### src/hw/simd_pkg.sv
// SIMD issue scoreboard definitions
package simd_pkg;

    // Widths with a meaning of their own
    typedef logic [31:0] data_t;      // Operand value
    typedef logic [5:0]  tag_t;       // Identifier returned at writeback
    typedef logic [2:0]  op_class_t;  // Operation class
    typedef logic [1:0]  sew_t;       // Element width code
    typedef logic [4:0]  vl_t;        // Vector length in elements
    typedef logic [5:0]  lat_t;       // Latency in cycles

    // Operation classes
    localparam op_class_t OP_ALU  = 3'd0;
    localparam op_class_t OP_MUL  = 3'd1;
    localparam op_class_t OP_MAC  = 3'd2;
    localparam op_class_t OP_RED  = 3'd3;
    localparam op_class_t OP_DIV  = 3'd4;
    localparam op_class_t OP_REM  = 3'd5;
    localparam op_class_t OP_NONE = 3'd7;  // Accepted but never written back

    // Element width codes
    localparam sew_t SEW_8  = 2'd0;
    localparam sew_t SEW_16 = 2'd1;
    localparam sew_t SEW_32 = 2'd2;
    localparam sew_t SEW_64 = 2'd3;

    localparam vl_t VL_MIN = 5'd1;  // Shortest legal vector

    // Fixed latencies per class
    localparam lat_t LAT_ALU      = 6'd1;
    localparam lat_t LAT_MUL      = 6'd2;
    localparam lat_t LAT_MUL64    = 6'd3;
    localparam lat_t LAT_MAC      = 6'd3;
    localparam lat_t LAT_MAC64    = 6'd4;
    localparam lat_t LAT_RED_BASE = 6'd2;  // Added to clog2 of VL
    localparam lat_t LAT_REUSE    = 6'd1;  // Divide with a known result

    // Configuration register map
    localparam logic [1:0] CFG_ADDR_SEW   = 2'd0;
    localparam logic [1:0] CFG_ADDR_VL    = 2'd1;
    localparam logic [1:0] CFG_ADDR_REUSE = 2'd2;

    // Instruction as seen by the scoreboard
    typedef struct packed {
        op_class_t op_class;
        logic      is_opvx;   // rs1 replaces vs1
        data_t     vs1;
        data_t     vs2;
        data_t     rs1;
        tag_t      tag;
    } simd_instr_t;

    // Shared writeback port
    typedef struct packed {
        logic valid;
        tag_t tag;
    } simd_wb_t;

endpackage

### src/hw/simd_cfg_regs.sv
// SIMD configuration registers
`timescale 1ns/1ps

module simd_cfg_regs #(
    parameter int VMAX_ELEM = 16
) (
    input  logic           clk_i,
    input  logic           rstn_i,
    input  logic           cfg_we_i,
    input  logic [1:0]     cfg_addr_i,
    input  logic [7:0]     cfg_wdata_i,
    output logic [7:0]     cfg_rdata_o,  // Combinational read-back
    output simd_pkg::sew_t sew_o,
    output simd_pkg::vl_t  vl_o,
    output logic           reuse_en_o
);

    simd_pkg::sew_t sew_q;
    simd_pkg::vl_t  vl_q;
    simd_pkg::vl_t  vl_clamp;
    logic           reuse_q;

    // Keep VL inside 1 to VMAX_ELEM
    always_comb begin
        if (cfg_wdata_i == 8'd0) begin
            vl_clamp = simd_pkg::VL_MIN;
        end else if (cfg_wdata_i > VMAX_ELEM) begin
            vl_clamp = simd_pkg::vl_t'(VMAX_ELEM);
        end else begin
            vl_clamp = cfg_wdata_i[4:0];
        end
    end

    always_ff @(posedge clk_i or negedge rstn_i) begin
        if (!rstn_i) begin
            sew_q   <= simd_pkg::SEW_8;
            vl_q    <= simd_pkg::VL_MIN;
            reuse_q <= 1'b1;  // Divide reuse on after reset
        end else if (cfg_we_i) begin
            case (cfg_addr_i)
                simd_pkg::CFG_ADDR_SEW:   sew_q   <= cfg_wdata_i[1:0];
                simd_pkg::CFG_ADDR_VL:    vl_q    <= vl_clamp;
                simd_pkg::CFG_ADDR_REUSE: reuse_q <= cfg_wdata_i[0];
                default: ;                                            // Unmapped
            endcase
        end
    end

    always_comb begin
        case (cfg_addr_i)
            simd_pkg::CFG_ADDR_SEW:   cfg_rdata_o = {6'd0, sew_q};
            simd_pkg::CFG_ADDR_VL:    cfg_rdata_o = {3'd0, vl_q};
            simd_pkg::CFG_ADDR_REUSE: cfg_rdata_o = {7'd0, reuse_q};
            default:                  cfg_rdata_o = 8'd0;
        endcase
    end

    assign sew_o      = sew_q;
    assign vl_o       = vl_q;
    assign reuse_en_o = reuse_q;

endmodule

### src/hw/simd_issue_ctrl.sv
// Four-phase issue front end
`timescale 1ns/1ps

module simd_issue_ctrl (
    input  logic                  clk_i,
    input  logic                  rstn_i,
    input  logic                  flush_i,
    // Issuer side
    input  logic                  req_i,
    input  simd_pkg::simd_instr_t instr_i,
    output logic                  ack_o,
    // Scoreboard side
    output logic                  valid_o,    // Instruction on offer
    output simd_pkg::simd_instr_t instr_o,
    input  logic                  issued_i    // Taken at this edge
);

    typedef enum logic [1:0] {
        IDLE,
        OFFER,
        ACK
    } state_e;

    state_e                state_q;
    state_e                state_d;
    simd_pkg::simd_instr_t instr_q;

    always_comb begin
        state_d = state_q;
        case (state_q)
            IDLE: begin
                if (req_i) begin
                    state_d = OFFER;
                end
            end
            OFFER: begin
                // A flush drops the offer but still finishes the handshake
                if (issued_i || flush_i) begin
                    state_d = ACK;
                end
            end
            ACK: begin
                if (!req_i) begin
                    state_d = IDLE;
                end
            end
            default: state_d = IDLE;
        endcase
    end

    always_ff @(posedge clk_i or negedge rstn_i) begin
        if (!rstn_i) begin
            state_q <= IDLE;
        end else begin
            state_q <= state_d;
        end
    end

    // Hold the instruction stable while the scoreboard stalls
    always_ff @(posedge clk_i) begin
        if ((state_q == IDLE) && req_i) begin
            instr_q <= instr_i;
        end
    end

    assign valid_o = (state_q == OFFER);
    assign ack_o   = (state_q == ACK);   // Registered through the state
    assign instr_o = instr_q;

endmodule

### src/hw/simd_issue_top.sv
// SIMD issue subsystem top
`timescale 1ns/1ps

module simd_issue_top #(
    parameter int VMAX_ELEM = 16,
    parameter int DIV_LAT   = 32
) (
    input  logic                  clk_i,
    input  logic                  rstn_i,
    input  logic                  flush_i,
    // Four-phase issue port
    input  logic                  req_i,
    input  simd_pkg::simd_instr_t instr_i,
    output logic                  ack_o,
    // Configuration port
    input  logic                  cfg_we_i,
    input  logic [1:0]            cfg_addr_i,
    input  logic [7:0]            cfg_wdata_i,
    output logic [7:0]            cfg_rdata_o,
    // Writeback and status
    output simd_pkg::simd_wb_t    wb_o,
    output logic                  busy_o
);

    simd_pkg::sew_t        sew;
    simd_pkg::vl_t         vl;
    logic                  reuse_en;
    logic                  offer_valid;
    logic                  issued;
    simd_pkg::simd_instr_t offer_instr;

    simd_cfg_regs #(
        .VMAX_ELEM (VMAX_ELEM)
    ) u_cfg_regs (
        .clk_i       (clk_i),
        .rstn_i      (rstn_i),
        .cfg_we_i    (cfg_we_i),
        .cfg_addr_i  (cfg_addr_i),
        .cfg_wdata_i (cfg_wdata_i),
        .cfg_rdata_o (cfg_rdata_o),
        .sew_o       (sew),
        .vl_o        (vl),
        .reuse_en_o  (reuse_en)
    );

    simd_issue_ctrl u_issue_ctrl (
        .clk_i    (clk_i),
        .rstn_i   (rstn_i),
        .flush_i  (flush_i),
        .req_i    (req_i),
        .instr_i  (instr_i),
        .ack_o    (ack_o),
        .valid_o  (offer_valid),
        .instr_o  (offer_instr),
        .issued_i (issued)
    );

    simd_score_board #(
        .VMAX_ELEM (VMAX_ELEM),
        .DIV_LAT   (DIV_LAT)
    ) u_score_board (
        .clk_i      (clk_i),
        .rstn_i     (rstn_i),
        .flush_i    (flush_i),
        .valid_i    (offer_valid),
        .instr_i    (offer_instr),
        .sew_i      (sew),
        .vl_i       (vl),
        .reuse_en_i (reuse_en),
        .issued_o   (issued),
        .wb_o       (wb_o),
        .busy_o     (busy_o)
    );

endmodule

### src/hw/simd_score_board.sv
// Vector issue latency scoreboard
`timescale 1ns/1ps

module simd_score_board #(
    parameter int VMAX_ELEM = 16,
    parameter int DIV_LAT   = 32
) (
    input  logic                  clk_i,
    input  logic                  rstn_i,
    input  logic                  flush_i,
    input  logic                  valid_i,     // Instruction on offer
    input  simd_pkg::simd_instr_t instr_i,
    input  simd_pkg::sew_t        sew_i,
    input  simd_pkg::vl_t         vl_i,
    input  logic                  reuse_en_i,
    output logic                  issued_o,    // Enters the pipes at this edge
    output simd_pkg::simd_wb_t    wb_o,
    output logic                  busy_o
);

    // Longest non-divide latency decides how many lanes exist
    localparam int RED_MAX   = $clog2(VMAX_ELEM) + int'(simd_pkg::LAT_RED_BASE);
    localparam int MAX_LAT   = (RED_MAX > int'(simd_pkg::LAT_MAC64)) ?
                               RED_MAX : int'(simd_pkg::LAT_MAC64);
    localparam int NUM_LANES = MAX_LAT;  // Latencies 2 to MAX_LAT and the divider

    simd_pkg::lat_t      lat;
    logic                is_div;
    logic                pair_ok;
    logic                opnd_ok;
    logic                reuse_hit;
    logic                long_div;
    logic                wb_req;
    logic                div_busy;
    logic                stall;
    logic                accept;
    logic                load_wb;
    logic [NUM_LANES-1:0] lane_claim;
    logic [NUM_LANES-1:0] lane_busy;
    simd_pkg::simd_wb_t  lane_end [NUM_LANES];
    simd_pkg::simd_wb_t  wb_d;
    simd_pkg::simd_wb_t  wb_q;

    // Last long divide, kept for result reuse
    simd_pkg::op_class_t prev_op_q;
    logic                prev_opvx_q;
    simd_pkg::data_t     prev_vs1_q;
    simd_pkg::data_t     prev_vs2_q;
    simd_pkg::data_t     prev_rs1_q;

    // Reduction tree depth
    function automatic simd_pkg::lat_t clog2_vl(input simd_pkg::vl_t vl);
        simd_pkg::lat_t res;
        res = '0;
        for (int i = 0; i < $bits(simd_pkg::vl_t); i++) begin
            if (vl > (simd_pkg::vl_t'(1) << i)) begin
                res = simd_pkg::lat_t'(i + 1);
            end
        end
        return res;
    endfunction

    assign is_div  = (instr_i.op_class == simd_pkg::OP_DIV) ||
                     (instr_i.op_class == simd_pkg::OP_REM);
    // DIV and REM share a result, so any divide-class pair matches
    assign pair_ok = (prev_op_q == simd_pkg::OP_DIV) || (prev_op_q == simd_pkg::OP_REM);
    assign opnd_ok = (prev_opvx_q == instr_i.is_opvx) && (prev_vs2_q == instr_i.vs2) &&
                     (instr_i.is_opvx ? (prev_rs1_q == instr_i.rs1) :
                                        (prev_vs1_q == instr_i.vs1));

    assign reuse_hit = reuse_en_i && is_div && pair_ok && opnd_ok;
    assign long_div  = is_div && !reuse_hit;
    assign wb_req    = (instr_i.op_class != simd_pkg::OP_NONE);

    always_comb begin
        case (instr_i.op_class)
            simd_pkg::OP_MUL: begin
                lat = (sew_i == simd_pkg::SEW_64) ? simd_pkg::LAT_MUL64 : simd_pkg::LAT_MUL;
            end
            simd_pkg::OP_MAC: begin
                lat = (sew_i == simd_pkg::SEW_64) ? simd_pkg::LAT_MAC64 : simd_pkg::LAT_MAC;
            end
            simd_pkg::OP_RED: lat = clog2_vl(vl_i) + simd_pkg::LAT_RED_BASE;
            simd_pkg::OP_DIV,
            simd_pkg::OP_REM: begin
                lat = reuse_hit ? simd_pkg::LAT_REUSE : simd_pkg::lat_t'(DIV_LAT);
            end
            default: lat = simd_pkg::LAT_ALU;
        endcase
    end

    // Completion slot taken, or a second long divide on a busy divider
    assign div_busy = lane_busy[NUM_LANES-1];
    assign stall    = (wb_req && (|lane_claim)) || (long_div && div_busy);
    assign accept   = valid_i && !stall && !flush_i;
    assign load_wb  = accept && wb_req;
    assign issued_o = accept;

    // One shift pipe per latency, the last lane being the divider
    for (genvar k = 0; k < NUM_LANES; k++) begin : g_lane
        localparam int LANE_LAT = (k == NUM_LANES - 1) ? DIV_LAT : k + 2;
        localparam int DEPTH    = LANE_LAT - 1;

        simd_pkg::simd_wb_t stage_q [DEPTH];
        logic               claim;
        logic               busy;

        always_ff @(posedge clk_i or negedge rstn_i) begin
            if (!rstn_i) begin
                for (int j = 0; j < DEPTH; j++) begin
                    stage_q[j] <= '0;
                end
            end else if (flush_i) begin
                for (int j = 0; j < DEPTH; j++) begin
                    stage_q[j] <= '0;
                end
            end else begin
                stage_q[0].valid <= load_wb && (lat == simd_pkg::lat_t'(LANE_LAT));
                stage_q[0].tag   <= instr_i.tag;
                for (int j = 1; j < DEPTH; j++) begin
                    stage_q[j] <= stage_q[j-1];
                end
            end
        end

        // Stage j reaches writeback LANE_LAT-1-j edges from now
        always_comb begin
            claim = 1'b0;
            busy  = 1'b0;
            for (int j = 0; j < DEPTH; j++) begin
                if (stage_q[j].valid) begin
                    busy = 1'b1;
                    if (lat == simd_pkg::lat_t'(LANE_LAT - 1 - j)) begin
                        claim = 1'b1;
                    end
                end
            end
        end

        assign lane_claim[k] = claim;
        assign lane_busy[k]  = busy;
        assign lane_end[k]   = stage_q[DEPTH-1];
    end

    // At most one source is valid thanks to the stall
    always_comb begin
        wb_d = '0;
        for (int k = 0; k < NUM_LANES; k++) begin
            if (lane_end[k].valid) begin
                wb_d = lane_end[k];
            end
        end
        if (load_wb && (lat == simd_pkg::lat_t'(1))) begin
            wb_d.valid = 1'b1;              // One-cycle slot
            wb_d.tag   = instr_i.tag;
        end
    end

    always_ff @(posedge clk_i or negedge rstn_i) begin
        if (!rstn_i) begin
            wb_q <= '0;
        end else if (flush_i) begin
            wb_q <= '0;
        end else begin
            wb_q <= wb_d;
        end
    end

    always_ff @(posedge clk_i or negedge rstn_i) begin
        if (!rstn_i) begin
            prev_op_q <= simd_pkg::OP_NONE;  // Nothing to reuse yet
        end else if (accept && long_div) begin
            prev_op_q <= instr_i.op_class;
        end
    end

    always_ff @(posedge clk_i) begin
        if (accept && long_div) begin
            prev_opvx_q <= instr_i.is_opvx;
            prev_vs1_q  <= instr_i.vs1;
            prev_vs2_q  <= instr_i.vs2;
            prev_rs1_q  <= instr_i.rs1;
        end
    end

    assign wb_o   = wb_q;
    assign busy_o = (|lane_busy) || wb_q.valid;

endmodule
### config.mk
export PLATFORM = sky130hd
export DESIGN_NAME = simd_issue_top
export DESIGN_NICKNAME = d
export VERILOG_FILES = /design/src/hw/simd_pkg.sv /design/src/hw/simd_cfg_regs.sv /design/src/hw/simd_issue_ctrl.sv /design/src/hw/simd_issue_top.sv /design/src/hw/simd_score_board.sv
export SDC_FILE = /design/constraint.sdc
export NUM_CORES = 1
export LEC_CHECK = 0
export BUFFER_PORTS_ARGS = -buffer_cell sky130_fd_sc_hd__buf_2
export CORE_MARGIN = 2
export CORE_UTILIZATION = 59
export CTS_CLUSTER_SIZE = 24
export DETAILED_ROUTE_END_ITERATION = 7
export PLACE_DENSITY = 0.8
export SETUP_SLACK_MARGIN = 0.4
export SYNTH_ARGS = -nofsm -noshare
export SYNTH_HDL_FRONTEND = slang
export SYNTH_SLANG_ARGS = --single-unit
export TNS_END_PERCENT = 1
### constraint.sdc
create_clock -name clk_i -period 10.5 [get_ports clk_i]
set_input_delay 2.1 -clock clk_i [delete_from_list [all_inputs] [get_ports clk_i]]
set_output_delay 2.1 -clock clk_i [all_outputs]
set_load 0.05 [all_outputs]
---- Word level (Yosys, flattened, before mapping) ----
Index checks and enable logic that the tools add are counted.
cells by class
  add/sub/neg operators ................... 1
  order comparisons ....................... 6
  equality and inequality tests ........... 52
  mux-type cells .......................... 170
  reduce and logical (&&, ||, !) cells .... 38
operators by type and width
  cell                                                                   number
  217-bit 2-to-1 mux                                                     1
  1-bit 2-to-1 mux                                                       141
  32-bit == test                                                         3
  6-bit by 5-bit == test with 1-bit output (second input constant)       16
  7-bit 2-to-1 mux                                                       9
  6-bit by 4-bit == test with 1-bit output (second input constant)       8
  35-bit 2-to-1 mux                                                      1
  28-bit 2-to-1 mux                                                      1
  6-bit by 3-bit == test with 1-bit output (second input constant)       4
  6-bit case mux with 4 select lines                                     1
  21-bit 2-to-1 mux                                                      1
  1-bit logical AND                                                      20
  5-bit case mux with 3 select lines                                     1
  14-bit 2-to-1 mux                                                      1
  3-bit == test (second input constant)                                  4
  6-bit by 2-bit == test with 1-bit output (second input constant)       2
  6-bit 2-to-1 mux                                                       2
  6-bit OR reduction                                                     2
  2-bit 2-to-1 mux                                                       5
  5-bit 2-to-1 mux                                                       2
  3-bit 2-to-1 mux                                                       3
  8-bit by 5-bit > comparator with 1-bit output (second input constant)  1
  8-bit zero test                                                        1
  6-bit by 2-bit adder with 6-bit output (second input constant)         1
  other kinds (21)                                                       36
storage, ports and cells
  flip-flop bits (word level) ............. 545
  input bits .............................. 121
  output and inout bits ................... 17
  logic and storage cells ................. 376

---- Depth between registers and ports, before layout ----
  depth after elaboration ................. 82
  gate-level depth with buffers ........... 12
  gate-level depth less buffers ........... 11

---- Cells and area by module ----
A second synthesis with hierarchy kept.
second synthesis, totals
  cell total of the unflattened synthesis .. 1068
  area total of the unflattened synthesis .. 16408.2 µm²
modules (own cells, without submodules)
  module            times used  cells an instance  area an instance (µm²)  seq. area each (µm²)
  simd_score_board  1           914                12655.9                 8946.1
  simd_issue_ctrl   1           115                3300.7                  3233.1
  simd_cfg_regs     1           39                 451.7                   202.7

---- Least setup slack after synthesis ----
Ideal clock, no wire load.
  path kind ............................... input -> register
  start point ............................. input req_i
  end point ............................... register u_issue_ctrl.state_q[0]
  library setup time ...................... 0.100 ns
  data arrival time ....................... 10.719 ns
  setup slack ............................. -0.319 ns
  stages on the path ...................... 3
  path buffers ............................ 0
  cells stage by stage .................... nor3b_1 > or2_2 > o31a_1
on the way
  word-level cells in the longest chain between the ends .. 2
  elaborated cells between the ends (all ways) .. 3
  those cells by class .................... 2 x eq/ne; 1 x reduce/logical
RTL lines
  item                             line                   RTL
  start: declaration               simd_issue_top.sv:12   input logic req_i,
  2-bit != test (no line)          -
  3-bit AND reduction (no line) *  -
  end signal: assignment           simd_issue_ctrl.sv:55  state_q <= state_d;
  end: declaration                 simd_issue_ctrl.sv:24  state_e state_q;
Mark *: on every way between the ends. The rest lies on a longest branch, timed or not.
A chain may end at the register's enable or synchronous reset.

---- Worst setup path after layout ----
  start point ............................. input cfg_addr_i[0]
  end point ............................... output cfg_rdata_o[4]
on the way
  word-level cells in the longest chain between the ends .. 2
  elaborated cells between the ends (all ways) .. 4
  those cells by class .................... 2 x eq/ne; 1 x mux; 1 x reduce/logical
RTL lines
  item                                         line                  RTL
  start: declaration                           simd_issue_top.sv:17  input logic [1:0] cfg_addr_i,
  2-bit == test, or another cell as far along  simd_cfg_regs.sv:50   case (cfg_addr_i)
  5-bit case mux with 3 select lines *         simd_cfg_regs.sv:50
  end: declaration                             simd_issue_top.sv:19  output logic [7:0] cfg_rdata_o,
Marked as above.

==> results.txt <==
Synthesized instance count: 1,044. The clock period could shrink to 5.00 ns. The number of endpoints with negative hold slack in the final report came out at 0. The class of the tightest hold or removal check is reg2reg.

Counting both buffers and inverters, the worst setup path holds a total of 2. After routing the design area is 0.0188 mm^2. The area inside the core boundary was 0.0270 mm^2; the total negative slack was 0 ns. The run gives 138 as the number of I/O pins. Cell at the root of the clock tree: clkbuf_16.

The tools report the initial cell density of the core as 0.603. For the final HPWL from detailed placement, the log shows 16.5 mm. The first global-routing pass estimated 45.6 mm of wire. The final antenna-violating net count was 0.

The cell area after placement is 0.0173 mm^2. The synthesized netlist contains 57 unique library cells. Detailed routing placed a total of 13.0 mm of wire on met2. Ranked by total cell area, the synthesized netlist is headed by dfrtp_1 38%, edfxtp_1 37%, nor2b_1 8.8%, xor2_1 3.5%, xnor2_1 1.7%. Walking the worst path, the cells encountered are buf_2 > nor2b_1 > and2_1 > buf_2. TritonCTS built the clock tree. After detailed routing, the number of vias per cell comes to 5.34. The tools report the number of core rows as 60.

Relative to the synthesized area, the layout overhead comes to 15.3%. The most numerous cell type found on the critical path is buf_2. The area share of the largest cell type after synthesis is 0.379. Based on the critical path, the design can be clocked at up to 200 MHz. Ranked by instance count, the synthesized netlist is headed by 247 x dfrtp_1, 229 x nor2b_1, 203 x edfxtp_1, 66 x xor2_1, 31 x xnor2_1.

For the number of buffers inserted by hold repair at cts, the log shows 0. The required time reported for the critical path endpoint came out at 8.40 ns. The maximum VDD drop was 0.225 mV. Cell with the most instances after synthesis: dfrtp_1. The run gives 0.760 as the fraction of the yosys area taken by sequential cells. The ratio of total power to cell area is 215 mW/mm^2.

At the pin with the least slew margin, the transition time is 1.00 ns. For this run, design rule violations remaining after detail routing come to 0. The H-tree generated during clock tree synthesis spans 2 levels. The die covers 0.0290 mm^2.

Of all nets on the critical path, the largest fanout is 6. Each instance of the synthesized netlist takes up on average 15.6 um^2. The type of the setup path with the least slack was in2out. Among cell families on the critical path, the largest total delay comes from simple AND/OR/NAND/NOR gates.

The fraction of layout instances using a drive strength above 1 is 0.191, and the worst-case clock buffer depth is 3. The run gives 0 as the post-CTS resize count. Max-cap violations in this run came to 0. The die boundary width is 170 um, and the clock skew is 0.0232 ns. The detailed-route wire length on metal 1 was 13.0 mm; the height of the die was 170 um. The worst slew slack as a fraction of its limit came out at 0.332.

STA classifies the critical path startpoint as an input pin. Dividing the detail-routed wire length by the instance count gives 17.8 um. The largest single stage delay on the critical path is 0.25 ns. The total congestion overflow is 0, and the final cycle utilization of the critical path is 0.476. Entering global routing, the biggest net connects 128 pins. The final-report max-slew violation count was 0; the met3 layer wire length in the routed design was 1.31 mm. Counting flops with a built-in enable in the synthesized netlist gives 203. Arrival time at the worst endpoint: 2.90 ns.

The first-pass detailed-route iteration total was 5. The number of buffers added by the clock tree synthesis step came out at 45. Number of vias in the routed layout: 8,430. The flop and latch count out of synthesis works out to 454. The run gives 28.1 mm as the final routed wirelength across all metal layers.

For the initial antenna violation count, the log shows 5. For this design the static power due to leakage is 8.04 nW. Buffers added to address setup during post-CTS repair amount to 0.

Routed signal wires occupy layers up through met4. The combined global-route utilization of all metal layers came out at 0.202. At the end of routability-driven placement, the weighted congestion stood at 0.809. After clock tree synthesis, the clock-pin slew on the worst setup and hold paths is 0.06 ns. Setup repair after global routing left no endpoint under its margin. The capturing element type of the critical path was a primary output. Post-synthesis instance area: 0.0163 mm^2. For the worst-skew pair, the clock arrives at the later sink with an insertion delay of 0.54 ns. The largest total area in the synthesized netlist belongs to dfrtp_1. The number of sinks on the clock net is 454, and the share of synthesized registers carrying an async set or reset is 0.553. The number of global-route vias before repair was 8,780. The number of buffer cells added on primary ports is 134. The tools report the total number of nets in the final design as 1,320. The most used flip-flop cell after synthesis is dfrtp_1. The worst-path cell with the longest stage delay was nor2b_1. Yosys printed 0 warnings. In this run, the number of DRC markers left after iteration 0 of detailed routing was 643.

The flow ran to the end, and the final reports show no timing, DRC or antenna violations. The final count of negative-setup-slack endpoints was 0.
routing by layer:
layer | vias up | track usage
met4 | 0 | 0.0762
met3 | 61 | 0.0351
met1 | 4199 | 0.293
li1 | 3936 | -
met2 | 234 | 0.313
met5 | - | 0
registers in the layout, indices dropped and copies added (netlist names):
name and count:
u_cfg_regs.reuse_en_o 1, u_cfg_regs.sew_o 2, u_cfg_regs.vl_o 5, u_issue_ctrl.instr_o 106, u_issue_ctrl.state_q 2, u_score_board.g_lane.stage_q 232
u_score_board.prev_op_q 2, u_score_board.prev_opvx_q 1, u_score_board.prev_rs1_q 32, u_score_board.prev_vs1_q 32, u_score_board.prev_vs2_q 32, u_score_board.wb_o 7
cells in the final DEF (no fill, tap or decap), types with 13 or more instances in the layout:
cell | Yosys | layout
a21oi_1 | 15 | 15
buf_2 | 2 | 132
clkbuf_16 | 0 | 47
dfrtp_1 | 247 | 247
edfxtp_1 | 203 | 203
nand2_1 | 23 | 23
nand4_1 | 16 | 16
nor2b_1 | 229 | 229
nor3_1 | 16 | 16
nor4_1 | 27 | 27
o21ai_0 | 13 | 13
xnor2_1 | 31 | 31
xor2_1 | 66 | 66
path summary, 6_finish.rpt:
path	start	to	slack, ns	cells past startpoint
worst max-delay path	cfg_addr_i[0]	cfg_rdata_o[4]	5.50	4
worst min-delay path	u_score_board.g_lane[5].stage_q[166]$_DFF_PN0_	u_score_board.g_lane[5].stage_q[159]$_DFF_PN0_	0.45	1
worst max register to register	u_issue_ctrl.instr_o[73]$_DFFE_PP_	u_score_board.prev_vs1_q[22]$_DFFE_PP_	6.93	8
worst min register to register	u_score_board.g_lane[5].stage_q[166]$_DFF_PN0_	u_score_board.g_lane[5].stage_q[159]$_DFF_PN0_	0.45	1
max in group asynchronous	rstn_i	u_score_board.g_lane[4].stage_q[13]$_DFF_PN0_	7.49	2
min in group asynchronous	rstn_i	u_score_board.g_lane[5].stage_q[12]$_DFF_PN0_	1.69	1
layout make-up:
cell class	instances	area (um^2)
inverters	13	50.0
clock inverters	20	161
well taps	341	427
multi-input cells	543	3730
clock buffers	62	1290
flip-flops and latches	454	12400
repair buffers	141	739
fillers	1712	8230
diodes	5	12.5
report_power, final:
group	switching, mW	internal [mW]	total, mW
sequential	0.0926	2.06	2.15
combinational	0.215	0.121	0.336
clock	0.640	0.912	1.55
through the flow:
stage | power [mW] | util | worst slack [ns] | hold WS, ns | cells
floorplan | 2.40 | - | 3.62 | 0.432 | 1046
global placement | 2.49 | 0.641 | 5.52 | 0.445 | 1492
detailed placement | 2.51 | 0.641 | 5.50 | 0.445 | 1492
CTS | 4.07 | 0.695 | 5.50 | 0.456 | 1574
global route | 4.19 | 0.696 | 5.41 | 0.475 | 1579
finish | 4.04 | 0.696 | 5.50 | 0.454 | 1579
kinds of logic after synthesis:
group                      count (synthesis)  share of synthesized area
buffers and inverters                     49                     0.0126
AOI/OAI and AO/OA                         70                     0.0296
adders and majority gates                  1                   0.000767
xor gates and xnor gates                  97                     0.0521
DFF                                      454                      0.760
and+or+nand+nor                          357                      0.136
other                                      1                   0.000230
muxes                                     15                    0.00944
Power figures use the tool's default switching activity.
